[src/cpu_timing_pkg.sv]
// phase and stall types for the E/Q timing; cen must be a strobe, not tied high, or E/Q fall out of step
package cpu_timing_pkg;

    // phase counter, one step per cen strobe
    typedef logic [1:0] phase_t;

    // lost enable slots waiting to be recovered
    typedef logic [3:0] miss_t;

    // phase values that open the two CPU enables
    localparam phase_t phase_e = 2'd0;
    localparam phase_t phase_q = 2'd2;

    // miss count saturates here, longer stalls are not recovered in full
    localparam miss_t miss_max = 4'd15;

    // catch-up jump after a stall
    // with this at 0 the sequence just resumes where it stopped
    localparam bit recovery_en = 1'b1;

    // why the CPU is currently held
    typedef enum logic [1:0] {
        run,        // enables flow
        rom_wait,   // rom data not ready yet
        bus_wait    // shared bus held by another device
    } wait_state_t;

endpackage

[src/cpu_phase_if.sv]
// gate and enable signals between the stall control and the phase datapath; all levels sampled on clk
`timescale 1ns/1ps

interface cpu_phase_if;

    logic gate;      // high when the cpu may run this cycle
    logic cen_e;     // E phase enable, one clk wide
    logic cen_q;     // Q phase enable, one clk wide
    logic catchup;   // missed slots pending, jump instead of step
    logic miss_inc;  // one more slot lost to a stall

    // stall decision
    modport ctrl (
        output gate
    );

    // phase counter and enable outputs
    modport phase (
        input  gate,
        input  catchup,
        output cen_e,
        output cen_q,
        output miss_inc
    );

    // bookkeeping of lost slots
    modport miss (
        input  gate,
        input  miss_inc,
        output catchup
    );

endinterface

[src/miss_counter.sv]
// counts enable slots lost while gated, up to miss_max; slots beyond that are simply dropped
`timescale 1ns/1ps

module miss_counter (
    input  logic      clk,
    input  logic      rstn,
    input  logic      cen,
    cpu_phase_if.miss bus
);
    import cpu_timing_pkg::*;

    miss_t count;
    logic  jump;

    // recovery only while something is owed
    assign bus.catchup = recovery_en && (count != '0);

    // same condition phase_gen uses to take the half-cycle jump
    assign jump = cen & bus.gate & bus.catchup;

    always_ff @(posedge clk or negedge rstn) begin
        if (!rstn) begin
            count <= '0;
        end else if (jump) begin
            count <= count - 4'd1;          // one slot paid back
        end else if (bus.miss_inc && (count != miss_max)) begin
            count <= count + 4'd1;
        end
    end

    // no wrap in either direction
    a_no_wrap_up: assert property (
        @(posedge clk) disable iff (!rstn)
        (count == miss_max) |=> (count != '0)
    );

    a_no_wrap_down: assert property (
        @(posedge clk) disable iff (!rstn)
        (count == '0) |=> (count != miss_max)
    );

endmodule

[src/flat_wrapper.sv]
// flat-port wrapper written by rule: the top's interface ports become plain ports
module miss_counter_flat import cpu_timing_pkg::*;
  (clk, rstn, cen, bus_gate, bus_miss_inc, bus_catchup);
  cpu_phase_if bus_i ();
  input  logic clk;
  input  logic rstn;
  input  logic cen;
  input wire logic [$bits(bus_i.gate)-1:0] bus_gate;
  input wire logic [$bits(bus_i.miss_inc)-1:0] bus_miss_inc;
  output wire logic [$bits(bus_i.catchup)-1:0] bus_catchup;
  assign bus_i.gate = bus_gate;
  assign bus_i.miss_inc = bus_miss_inc;
  assign bus_catchup = bus_i.catchup;
  miss_counter u_core (.clk(clk), .rstn(rstn), .cen(cen), .bus(bus_i));
endmodule
[config.mk]
export PLATFORM = sky130hd
export DESIGN_NAME = miss_counter_flat
export DESIGN_NICKNAME = d
export VERILOG_FILES = /design/src/cpu_timing_pkg.sv /design/src/cpu_phase_if.sv /design/src/miss_counter.sv /design/src/flat_wrapper.sv
export SDC_FILE = /design/constraint.sdc
export NUM_CORES = 1
export LEC_CHECK = 0
export BUFFER_PORTS_ARGS = -buffer_cell sky130_fd_sc_hd__buf_2
export CAP_MARGIN = 20
export CORE_AREA = 5 5 42 44
export CTS_BUF_LIST = sky130_fd_sc_hd__clkbuf_4 sky130_fd_sc_hd__clkbuf_8
export DETAILED_ROUTE_END_ITERATION = 6
export DIE_AREA = 0 0 47 49
export RECOVER_POWER = 50
export REMOVE_ABC_BUFFERS = 1
export SYNTH_ARGS = -nofsm -noshare
export SYNTH_HDL_FRONTEND = slang
export SYNTH_SLANG_ARGS = --single-unit
export TNS_END_PERCENT = 5
[constraint.sdc]
create_clock -name clk -period 4.5 [get_ports clk]
set_input_delay 0.225 -clock clk [delete_from_list [all_inputs] [get_ports clk]]
set_output_delay 0.225 -clock clk [all_outputs]
set_load 0.01 [all_outputs]
==> run_results.csv <==
group,metric,value,unit
detailed_routing,vias,212,
clocking,root_buffer,"clkbuf_4",
synthesis,netlist_instances,25,
critical_path,worst_setup_path_end_kind,"register",
timing,fin_crit_sh,0.483,
placed_design,gp_congestion,0.623,
timing,fin_ws,2320,ps
synthesis,synth_compound_area_frac,0.129,
placed_design,dp_hpwl,451,um
cells_and_area,fillers,153,
status,status,"complete, no violations",
critical_path,reg2regPathDepth,9,
timing,setup_violations,0,
synthesis,syn_area,292,sq um
floorplanning,rows,14,
synthesis,yosys.area_share.simple,0.112,
cells_and_area,antennaDiodeCount,0,
synthesis,yosys.cell_types.count,17,
critical_path,critical_path.startpoint,"u_core.count[0]",
detailed_routing,antenna_left,0,
synthesis,synth-seq-cells,4,
cells_and_area,multiInputGateArea,176,sq um
cells_and_area,top_register,"u_core.count",
floorplanning,die_area,2300,sq um
detailed_routing,wl_per_cell,10.1,um
critical_path,required,4660,ps
timing,maxSlewViolCount,0,
cells_and_area,drive_above_1_share,0.412,
cells_and_area,reg_top3,"u_core.count: 4 flops",
floorplanning,core-area,1400,sq um
synthesis,synth_area_per_cell,11.7,sq um
synthesis,synth_xor_area_frac,0.0901,
hold_path,worstHoldEndpoint,"u_core.count[1]",
critical_path,cp_max_fo,5,
floorplanning,fp.dieW,47,um
synthesis,synth_edf_count,0,
timing,fin_tns_setup,0,ps
synthesis,synthFlopType,"dfrtp_1",
timing,maxSlewHeadroom,0.798,
critical_path,cp-start-kind,"register",
detailed_routing,wl,503,um
clocking,cts_tree,"done",
detailed_routing,first_iter_violations,4,
clocking,clk_path_buf_depth,2,
synthesis,yosysSeqAreaShare,0.343,
clocking,clock_sinks,4,
power_and_ir_drop,leakage,0.172,nW
detailed_routing,vias_per_cell,4.24,
critical_path,r2r_end,"u_core.count[3]",
synthesis,synthAdderAreaFrac,0.155,
cells_and_area,areaGrowthSynthToFinish,26.2,%
timing,grt_setup_unrepaired,"no",
timing,finalHoldViolations,0,
power_and_ir_drop,p_seq_frac,0.357,
global_route,grt_pass1_wl,807,um
clocking,cts_buffers,3,
detailed_routing,first_pass_iters,2,
synthesis,async_flop_share,1.00,
clocking,htreeDepth,1,
timing,tightest_slew,301,ps
floorplanning,chipHeight,49,um
cells_and_area,nNetsFinal,44,
power_and_ir_drop,power_density,635,nW/um^2
power_and_ir_drop,p_int,0.147,mW
power_and_ir_drop,p_clk_frac,0.186,
synthesis,yosys_warnings,0,
power_and_ir_drop,ir_worst_vdd,0.111,mV
global_route,grt_pass1_vias,202,
timing,skew,3.19,ps
synthesis,synth.mux.area_fraction,0.120,
cells_and_area,seq_area,100,sq um
power_and_ir_drop,switching_share,0.372,
power_and_ir_drop,totalPowerFinal,0.234,mW
detailed_routing,drc_errors,0,
global_route,grt_max_degree,6,
clocking,clk_latency,230,ps
global_route,grt_antenna_before_repair,0,
placed_design,place_ws,2310,ps
cells_and_area,largest_reg_flops,4,
clocking,clk_pin_slew,40,ps
synthesis,synth_top_family_by_area,"adder cells",
hold_path,worstHoldStart,"bus_miss_inc",
clocking,postCtsSetupRepairBufs,0,
timing,period_needed,2180,ps
hold_path,min_path_type,"in2reg",
global_route,overflow,0,
floorplanning,ios,6,
placed_design,port_buffers,5,
critical_path,r2r-start,"u_core.count[0]",
job,maxCapViolCount,0,
power_and_ir_drop,pwr-share-comb,0.457,
critical_path,critPathKind,"reg2reg",
hold_path,whs_path_depth,3,
timing,fmax,460,MHz
power_and_ir_drop,p_switching,0.0869,mW
critical_path,r2r_slack,2320,ps
critical_path,cp.arrival,2330,ps
floorplanning,initial_utilization,0.208,
global_route,grt_usage,0.0549,
-- worst max-delay path: stages, from the launching register on --
cell and delay [ps]:
dfrtp_1 440, nor4_2 350, inv_2 70, nand3_2 110, inv_2 70, ha_1 270
a21o_2 210, a21oi_1 200, mux2i_1 230, xor2_1 150
-- logic make-up after synthesis --
| kind of cell | count (synthesis) |
|---|---|
| XOR/XNOR | 3 |
| AND/OR/NAND/NOR | 4 |
| multiplexers | 3 |
| buffers and inverters | 4 |
| AO/OA/AOI/OAI | 4 |
| flip-flops | 4 |
| adder cells (fa/ha/maj) | 3 |
-- power by group through the flow --
stage	sequential (mW)	clock, mW	combinational (mW)
6_report	0.0834	0.0435	0.107
5_1_grt	0.0865	0.0477	0.123
4_1_cts	0.0836	0.0456	0.110
3_5_place_dp	0.0842	0	0.109
3_3_place_gp	0.0841	0	0.106
2_1_floorplan	0.0761	0	0.0922
-- worst max path at each step --
stage	to	slack [ps]	depth (start not counted)
after CTS	u_core.count[3]	2290	9
after floorplan	u_core.count[3]	2460	9
final	u_core.count[3]	2320	9
after global routing	u_core.count[3]	2160	9
after global placement	u_core.count[3]	2300	9
after detailed placement	u_core.count[3]	2310	9
-- cell type report --
cell class	count	area share
flip-flops and latches	4	0.272
clock buffers	3	0.0612
inverters	4	0.0408
repair buffers	6	0.0918
multi-input cells	17	0.480
well taps	16	0.0544
-- stage by stage --
stage | util | hold slack, ps | area, sq um | instances
2_1_floorplan | - | -70.6 | 292 | 25
3_3_place_gp | 0.240 | 31.8 | 337 | 46
3_5_place_dp | 0.240 | 36.2 | 337 | 46
4_1_cts | 0.263 | 323 | 369 | 50
5_1_grt | 0.263 | 344 | 368 | 50
6_report | 0.263 | 325 | 368 | 50
-- routing by layer --
layer,wire length (um),vias to the layer above,track usage
li1,-,106,-
met1,191,101,0.0549
met2,279,3,0.0724
met3,13,2,0.0111
met4,19,0,0.0829
met5,0,-,0
-- layout by cell type, fill, tap and decap left out, drive strengths merged, types with 2 or more instances in the layout --
cell type | netlist | final
a21oi | 2 | 2
buf | 0 | 4
clkbuf | 0 | 4
dfrtp | 4 | 4
ha | 2 | 2
inv | 4 | 4
mux2i | 2 | 2
xnor2 | 2 | 2
-- cell usage after synthesis (all sizes together), types with 2 or more instances --
| cell type | count | area, sq um |
|---|---|---|
| a21oi | 2 | 21.3 |
| inv | 4 | 15.0 |
| dfrtp | 4 | 100 |
| ha | 2 | 25.0 |
| mux2i | 2 | 20.0 |
| xnor2 | 2 | 17.5 |
-- timing repair --
| item | in CTS | in global routing |
|---|---|---|
| hold buffers | 1 | 0 |
| resized for setup | 0 | 0 |
| endpoints found under the hold margin | 4 | 0 |
Power figures use the tool's default switching activity.
