==> config.mk <==
export PLATFORM = sky130hd
export DESIGN_NAME = phase_gen_flat
export DESIGN_NICKNAME = d
export VERILOG_FILES = /design/src/cpu_timing_pkg.sv /design/src/cpu_phase_if.sv /design/src/phase_gen.sv /design/src/flat_wrapper.sv
export SDC_FILE = /design/constraint.sdc
export NUM_CORES = 1
export LEC_CHECK = 0
export ABC_AREA = 1
export ABC_CLOCK_PERIOD_IN_PS = 2000
export BUFFER_PORTS_ARGS = -buffer_cell sky130_fd_sc_hd__buf_2
export CAP_MARGIN = 0
export CELL_PAD_IN_SITES_DETAIL_PLACEMENT = 1
export CELL_PAD_IN_SITES_GLOBAL_PLACEMENT = 1
export CORE_AREA = 2 2 39 41
export DETAILED_ROUTE_END_ITERATION = 7
export DIE_AREA = 0 0 41 43
export GPL_TIMING_DRIVEN = 1
export PLACE_DENSITY = 0.47
export RECOVER_POWER = 50
export SETUP_SLACK_MARGIN = 0.2
export SYNTH_ARGS = -nofsm -noshare
export SYNTH_HDL_FRONTEND = slang
export SYNTH_SLANG_ARGS = --single-unit
==> constraint.sdc <==
create_clock -name clk -period 2 [get_ports clk]
set_input_delay 0.2 -clock clk [delete_from_list [all_inputs] [get_ports clk]]
set_output_delay 0.2 -clock clk [all_outputs]
set_load 0.005 [all_outputs]
==> src/cpu_timing_pkg.sv <==
// phase and stall types for the E/Q timing; cen must be a strobe, not tied high, or E/Q fall out of step
package cpu_timing_pkg;

    // phase counter, one step per cen strobe
    typedef logic [1:0] phase_t;

    // lost enable slots waiting to be recovered
    typedef logic [3:0] miss_t;

    // phase values that open the two CPU enables
    localparam phase_t phase_e = 2'd0;
    localparam phase_t phase_q = 2'd2;

    // miss count saturates here, longer stalls are not recovered in full
    localparam miss_t miss_max = 4'd15;

    // catch-up jump after a stall
    // with this at 0 the sequence just resumes where it stopped
    localparam bit recovery_en = 1'b1;

    // why the CPU is currently held
    typedef enum logic [1:0] {
        run,        // enables flow
        rom_wait,   // rom data not ready yet
        bus_wait    // shared bus held by another device
    } wait_state_t;

endpackage

==> src/cpu_phase_if.sv <==
// gate and enable signals between the stall control and the phase datapath; all levels sampled on clk
`timescale 1ns/1ps

interface cpu_phase_if;

    logic gate;      // high when the cpu may run this cycle
    logic cen_e;     // E phase enable, one clk wide
    logic cen_q;     // Q phase enable, one clk wide
    logic catchup;   // missed slots pending, jump instead of step
    logic miss_inc;  // one more slot lost to a stall

    // stall decision
    modport ctrl (
        output gate
    );

    // phase counter and enable outputs
    modport phase (
        input  gate,
        input  catchup,
        output cen_e,
        output cen_q,
        output miss_inc
    );

    // bookkeeping of lost slots
    modport miss (
        input  gate,
        input  miss_inc,
        output catchup
    );

endinterface

==> src/phase_gen.sv <==
// divides cen by four into E and Q; enables are combinational from cen and only valid while cen pulses
`timescale 1ns/1ps

module phase_gen (
    input  logic       clk,
    input  logic       rstn,
    input  logic       cen,
    cpu_phase_if.phase bus
);
    import cpu_timing_pkg::*;

    phase_t phase;
    logic   prev_none;  // last cen gave neither E nor Q
    logic   en_now;

    // no extra latency from cen
    assign bus.cen_e = cen & bus.gate & (phase == phase_e);
    assign bus.cen_q = cen & bus.gate & (phase == phase_q);
    assign en_now    = bus.cen_e | bus.cen_q;

    // a slot counts as lost only after two quiet strobes in a row
    assign bus.miss_inc = cen & ~bus.gate & ~en_now & prev_none;

    always_ff @(posedge clk or negedge rstn) begin
        if (!rstn) begin
            phase     <= phase_e;
            prev_none <= 1'b0;
        end else if (cen) begin
            prev_none <= ~en_now;
            if (bus.gate) begin
                if (bus.catchup) begin
                    phase <= {~phase[1], 1'b0}; // skip to start of other half
                end else begin
                    phase <= phase + 2'd1;
                end
            end
            // gated: phase holds
        end
    end

    a_e_q_exclusive: assert property (
        @(posedge clk) disable iff (!rstn)
        !(bus.cen_e && bus.cen_q)
    );

endmodule

==> src/flat_wrapper.sv <==
// flat-port wrapper written by rule: the top's interface ports become plain ports
module phase_gen_flat import cpu_timing_pkg::*;
  (clk, rstn, cen, bus_gate, bus_catchup, bus_cen_e, bus_cen_q, bus_miss_inc);
  cpu_phase_if bus_i ();
  input  logic clk;
  input  logic rstn;
  input  logic cen;
  input wire logic [$bits(bus_i.gate)-1:0] bus_gate;
  input wire logic [$bits(bus_i.catchup)-1:0] bus_catchup;
  output wire logic [$bits(bus_i.cen_e)-1:0] bus_cen_e;
  output wire logic [$bits(bus_i.cen_q)-1:0] bus_cen_q;
  output wire logic [$bits(bus_i.miss_inc)-1:0] bus_miss_inc;
  assign bus_i.gate = bus_gate;
  assign bus_i.catchup = bus_catchup;
  assign bus_cen_e = bus_i.cen_e;
  assign bus_cen_q = bus_i.cen_q;
  assign bus_miss_inc = bus_i.miss_inc;
  phase_gen u_core (.clk(clk), .rstn(rstn), .cen(cen), .bus(bus_i));
endmodule
==> flow_summary.yaml, run 1 <==
run_status:
  status: "complete, no violations"
routing:
  dr.pass1.iters: 1
  drcViolationCount: 0
  viasPerCell: 3.81
  wl_per_cell_um: 8.65
  vias: 217
  dr.first_iter.drc_count: 0
  drt.antenna.violating_nets: 0
  wirelength_um: 493
floorplan:
  core_area_um2: 1380
  dieArea_um2: 1760
  start_util_pct: 15.1
  fp.dieW_um: 41
  ioPinCount: 8
  die_h_um: 43
  rows: 14
clock_tree:
  clkLatencyLatePin_ps: 230
  cts_made_buffers: 3
  clock_path_buffers: 2
  cts_num_sinks: 3
  postCtsSetupRepairBufs: 0
  htree_num_levels: 1
  cts_root_buf: "clkbuf_4"
  cts_tree: "done"
  clk_pin_slew_ps: 40
synth:
  synth.top_cells.by_area: "dfrtp_1 (36%), nand2_1 (16%), inv_1 (14%)"
  synth_top_cell_area_share_pct: 35.9
  ys_ff_latch: 3
  synth_warnings: 0
  synth_nets: 36
  ys_top_cells_by_count: "nand2_1 (9), inv_1 (8), dfrtp_1 (3), ha_1 (2), nand2_2 (2)"
  yosysUniqueCellTypes: 10
  synth_top_area_cell: "dfrtp_1"
  synth.most_common_cell: "nand2_1"
  syn_area_per_cell_um2: 7.21
  synth_edf_count: 0
  synthArstFlopShare_pct: 100
  ys_seq_area_share_pct: 35.9
  synthesis.area_um2: 209
  synthCells: 29
  synthFlopType: "dfrtp_1"
critical_path:
  start_kind: "register"
  cp_max_fo: 3
  regToRegSetupSlack_ps: 950
  endpoint_kind: "output pin"
  required_ps: 1800
  arrival_ps: 1120
  rr_endpoint: "u_core.phase[1]"
  r2r-start: "u_core.phase[1]"
  ff2ff_path_depth: 6
  crit_type: "reg -> out"
job:
  maxCapViolCount: 0
sta:
  max_slew_margin_pct: 88.9
  fin_crit_ps: 1320
  setup-tns-final_ps: 0
  fin_skew_ps: 2.55
  finalHoldViolCount: 0
  period_share_pct: 66.2
  slew_violations: 0
  setup_viol: 0
  grt_setup_unrepaired: "no"
  max_freq_ghz: 0.755
  tightest_slew_ps: 166
layout:
  diodes: 0
  layout-drive-gt1-share_pct: 31.7
  nets: 49
  area_growth_pct: 43.1
  fin_area_um2: 299
global_route:
  grt_pass1_vias: 251
  antenna_found_initial: 0
  grt.overflow.total: 0
  grt_usage_pct: 8.03
  grt_first_pass_wirelength_um: 848
  grt_start_max_net_pins: 6
placed_design:
  place_hpwl_um: 411
  io_buffer_count: 7
  placed_area_um2: 264
  gp_congestion: 0.639
worst_hold_path:
  worstHoldPathCells: 4
  hold_end: "u_core.phase[0]"
  holdCritPathClass: "in -> reg"
  min_from: "bus_catchup"
pwr:
  irDropWorstVdd_mv: 0.246
  power_density_nw_per_um2: 850
  power.leakage_nw: 0.182
[cell usage in the layout (no fill, tap or decap), types with 2 or more instances in the layout]
cell type,synthesis,layout
nand2_1,9,9
buf_2,0,6
clkbuf_4,0,3
dfrtp_1,3,3
inv_1,8,8
nand2_2,2,2
ha_1,2,2
clkbuf_1,0,2
[critical path, stage by stage (launching register included)]
cell	delay, ps
dfrtp_1	360
inv_1	100
ha_1	150
inv_1	60
nor2_4	110
buf_2	120
[registers in the layout, indices dropped and copies added (netlist names)]
signal            flops
u_core.phase          2
u_core.prev_none      1
[report_power, final]
part           total, mW  switching (mW)  leakage [nW]  internal [mW]
combinational     0.0666          0.0388         0.131         0.0278
sequential        0.0808         0.00743        0.0357         0.0734
clock              0.107          0.0318        0.0150         0.0748
total              0.254          0.0781         0.182          0.176
[per-stage QoR]
stage          power, mW  util (%)  std cells  setup WS (ps)  hold slack, ps
6_report           0.254      21.6         57            675             270
5_1_grt            0.281      21.6         57            567             297
2_1_floorplan      0.126         -         29           1030           -95.6
3_5_place_dp       0.150      19.1         52            903          -0.851
4_1_cts            0.264      21.7         57            647             253
3_3_place_gp       0.149      19.1         52            903           0.838
[worst max-delay path by stage]
stage               startpoint         endpoint  slack (ps)  cells past startpoint
6_report       u_core.phase[0]        bus_cen_q         680                      5
5_1_grt        u_core.phase[0]        bus_cen_q         570                      5
4_1_cts        u_core.phase[1]        bus_cen_e         650                      5
3_5_place_dp   u_core.phase[0]        bus_cen_q         900                      5
3_3_place_gp   u_core.phase[1]        bus_cen_e         900                      5
2_1_floorplan  u_core.phase[0]  u_core.phase[1]        1030                      6
[timing repair]
| action | in CTS | in global routing |
|---|---|---|
| endpoints found under the hold margin | 3 | 0 |
| resized for setup | 0 | 0 |
| setup endpoints to repair | 0 | 0 |
| hold buffers | 1 | 0 |
[cells by family after synthesis]
kind of cell,share of synthesized area [%]
adders and majority gates,12.0
AOI/OAI and AO/OA,2.39
and+or+nand+nor,35.3
buffers and inverters,14.4
DFF,35.9
[cell type report]
cell class	count	area [µm²]
repair buffers	8	43.8
flip-flops and latches	3	75.1
well taps	16	20.0
fillers	180	1080
clock buffers	4	26.3
inverters	8	30.0
multi-input cells	18	104
[per-layer routing]
layer	global-route usage [%]	vias to the layer above	share of wire, %
met5	0	-	0
met4	6.00	0	2.4
met3	6.28	2	11
met2	12.5	11	49
met1	6.11	94	38
li1	-	110	-
Note: power is estimated with default switching activity, not from simulation.
==> run 2, diff against run 1 <==
- ABC_CLOCK_PERIOD_IN_PS: 2000 -> 1250
- clock period: 2 -> 1.25 ns (I/O delays scaled with it)
==> run 2 against run 1 <==
  * Critical path type unchanged
  * Final area grew 11%
  * Global-route usage shrank 0.51 points
  * Largest cell class unchanged
  * Non-clock buffer count rose by 3
==> flow_summary.yaml, run 2 (synthesis results as in run 1) <==
pwr:
  power_density_nw_per_um2: 1360
  power.leakage_nw: 0.195
  irDropWorstVdd_mv: 0.295
  finalPower_mw: 0.452
critical_path:
  arrival_ps: 1090
  crit_type: "reg -> out"
  r2r-start: "u_core.phase[1]"
  start_kind: "register"
  ff2ff_path_depth: 6
  cp_max_fo: 3
  endpoint_kind: "output pin"
  required_ps: 1120
  regToRegSetupSlack_ps: 200
  rr_endpoint: "u_core.phase[1]"
routing:
  dr.first_iter.drc_count: 0
  wl_per_cell_um: 8.42
  dr.pass1.iters: 1
  wirelength_um: 505
  drcViolationCount: 0
  vias: 225
  viasPerCell: 3.75
  drt.antenna.violating_nets: 0
worst_hold_path:
  holdCritPathClass: "in -> reg"
  worstHoldPathCells: 4
  min_from: "bus_catchup"
  hold_end: "u_core.phase[0]"
floorplan:
  die_h_um: 43
  rows: 14
  start_util_pct: 15.1
  fp.dieW_um: 41
  dieArea_um2: 1760
  core_area_um2: 1380
  ioPinCount: 8
sta:
  tightest_slew_ps: 206
  slew_violations: 0
  max_freq_ghz: 0.820
  period_share_pct: 97.6
  max_slew_margin_pct: 86.3
  grt_setup_unrepaired: "yes"
  holdWs_ps: 180
  fin_skew_ps: 1.39
  finalHoldViolCount: 0
  fin_crit_ps: 1220
  setup_viol: 0
clock_tree:
  cts_root_buf: "clkbuf_4"
  cts_tree: "done"
  htree_num_levels: 1
  clock_path_buffers: 2
  clkLatencyLatePin_ps: 230
  clk_pin_slew_ps: 40
  cts_made_buffers: 3
  cts_num_sinks: 3
layout:
  diodes: 0
  nets: 52
  largest_reg_flops: 2
  top_register: "u_core.phase"
  largestRegisters: "u_core.phase x2, u_core.prev_none x1"
  area_growth_pct: 58.7
  layout_commonest_cell: "nand2_1"
  mostFrequentLayoutCells: "nand2_1 (8), buf_2 (6), inv_1 (5)"
  fin_cells: 60
  layout-drive-gt1-share_pct: 50.0
global_route:
  grt_first_pass_wirelength_um: 821
  grt.overflow.total: 0
  grt_usage_pct: 7.52
  grt_start_max_net_pins: 6
  grt_pass1_vias: 230
  antenna_found_initial: 0
run_status:
  status: "complete, no violations"
job:
  maxCapViolCount: 0
placed_design:
  io_buffer_count: 7
  place_hpwl_um: 405
  gp_congestion: 0.629
  place_inst: 52
[run 2: cell count changes in the layout (fill, tap and decap cells not counted), sizes merged]
| cell | previous run | this run |
|---|---|---|
| buf | 6 | 9 |
[run 2: final cells by class]
cell class / instances / area (µm²)
repair buffers: 11 / 66.3
fillers: 178 / 1050
multi-input cells: 18 / 114
inverters: 8 / 30.0
flip-flops and latches: 3 / 75.1
clock buffers: 4 / 26.3
well taps: 16 / 20.0
[run 2: worst max-delay path by stage]
stage                    startpoint               to  depth (start not counted)
floorplan           u_core.phase[0]  u_core.phase[1]                          6
global placement    u_core.phase[0]  u_core.phase[1]                          6
detailed placement  u_core.phase[0]  u_core.phase[1]                          6
CTS                 u_core.phase[0]        bus_cen_q                          5
global route        u_core.phase[1]        bus_cen_e                          5
finish              u_core.phase[0]        bus_cen_q                          5
[run 2: critical path: stages, from the launching register on]
cell,delay (ps)
dfrtp_1,390
inv_2,80
ha_1,150
inv_2,40
nor2_4,80
buf_2,120
[run 2: repair_timing]
action,CTS,global route
setup buffers,2,1
hold buffers,1,0
endpoints found under the setup margin,3,4
pin swaps,1,2
resized for setup,4,2
endpoints found under the hold margin,3,0
[run 2: per-stage QoR]
stage               TNS, ps  cell area, µm²  setup slack (ps)  util [%]
floorplan                 0             209               285         -
global placement          0             264               228      19.1
detailed placement        0             264               204      19.1
CTS                       0             320              12.4      23.1
global route          -73.0             332             -38.3      24.0
finish                    0             332              30.2      24.0
[run 2: routing by layer]
layer | up-vias | track usage, % | routed length (µm)
met1 | 100 | 7.05 | 195
li1 | 114 | - | -
met4 | 0 | 10.0 | 17
met5 | - | 0 | 0
met2 | 9 | 10.9 | 258
met3 | 2 | 1.57 | 33
[run 2: report_power, final]
group / internal [mW] / total (mW) / switching (mW) / leakage, nW
Combinational: 0.0743 / 0.149 / 0.0745 / 0.144
Clock: 0.120 / 0.172 / 0.0519 / 0.0150
Sequential: 0.117 / 0.132 / 0.0143 / 0.0357
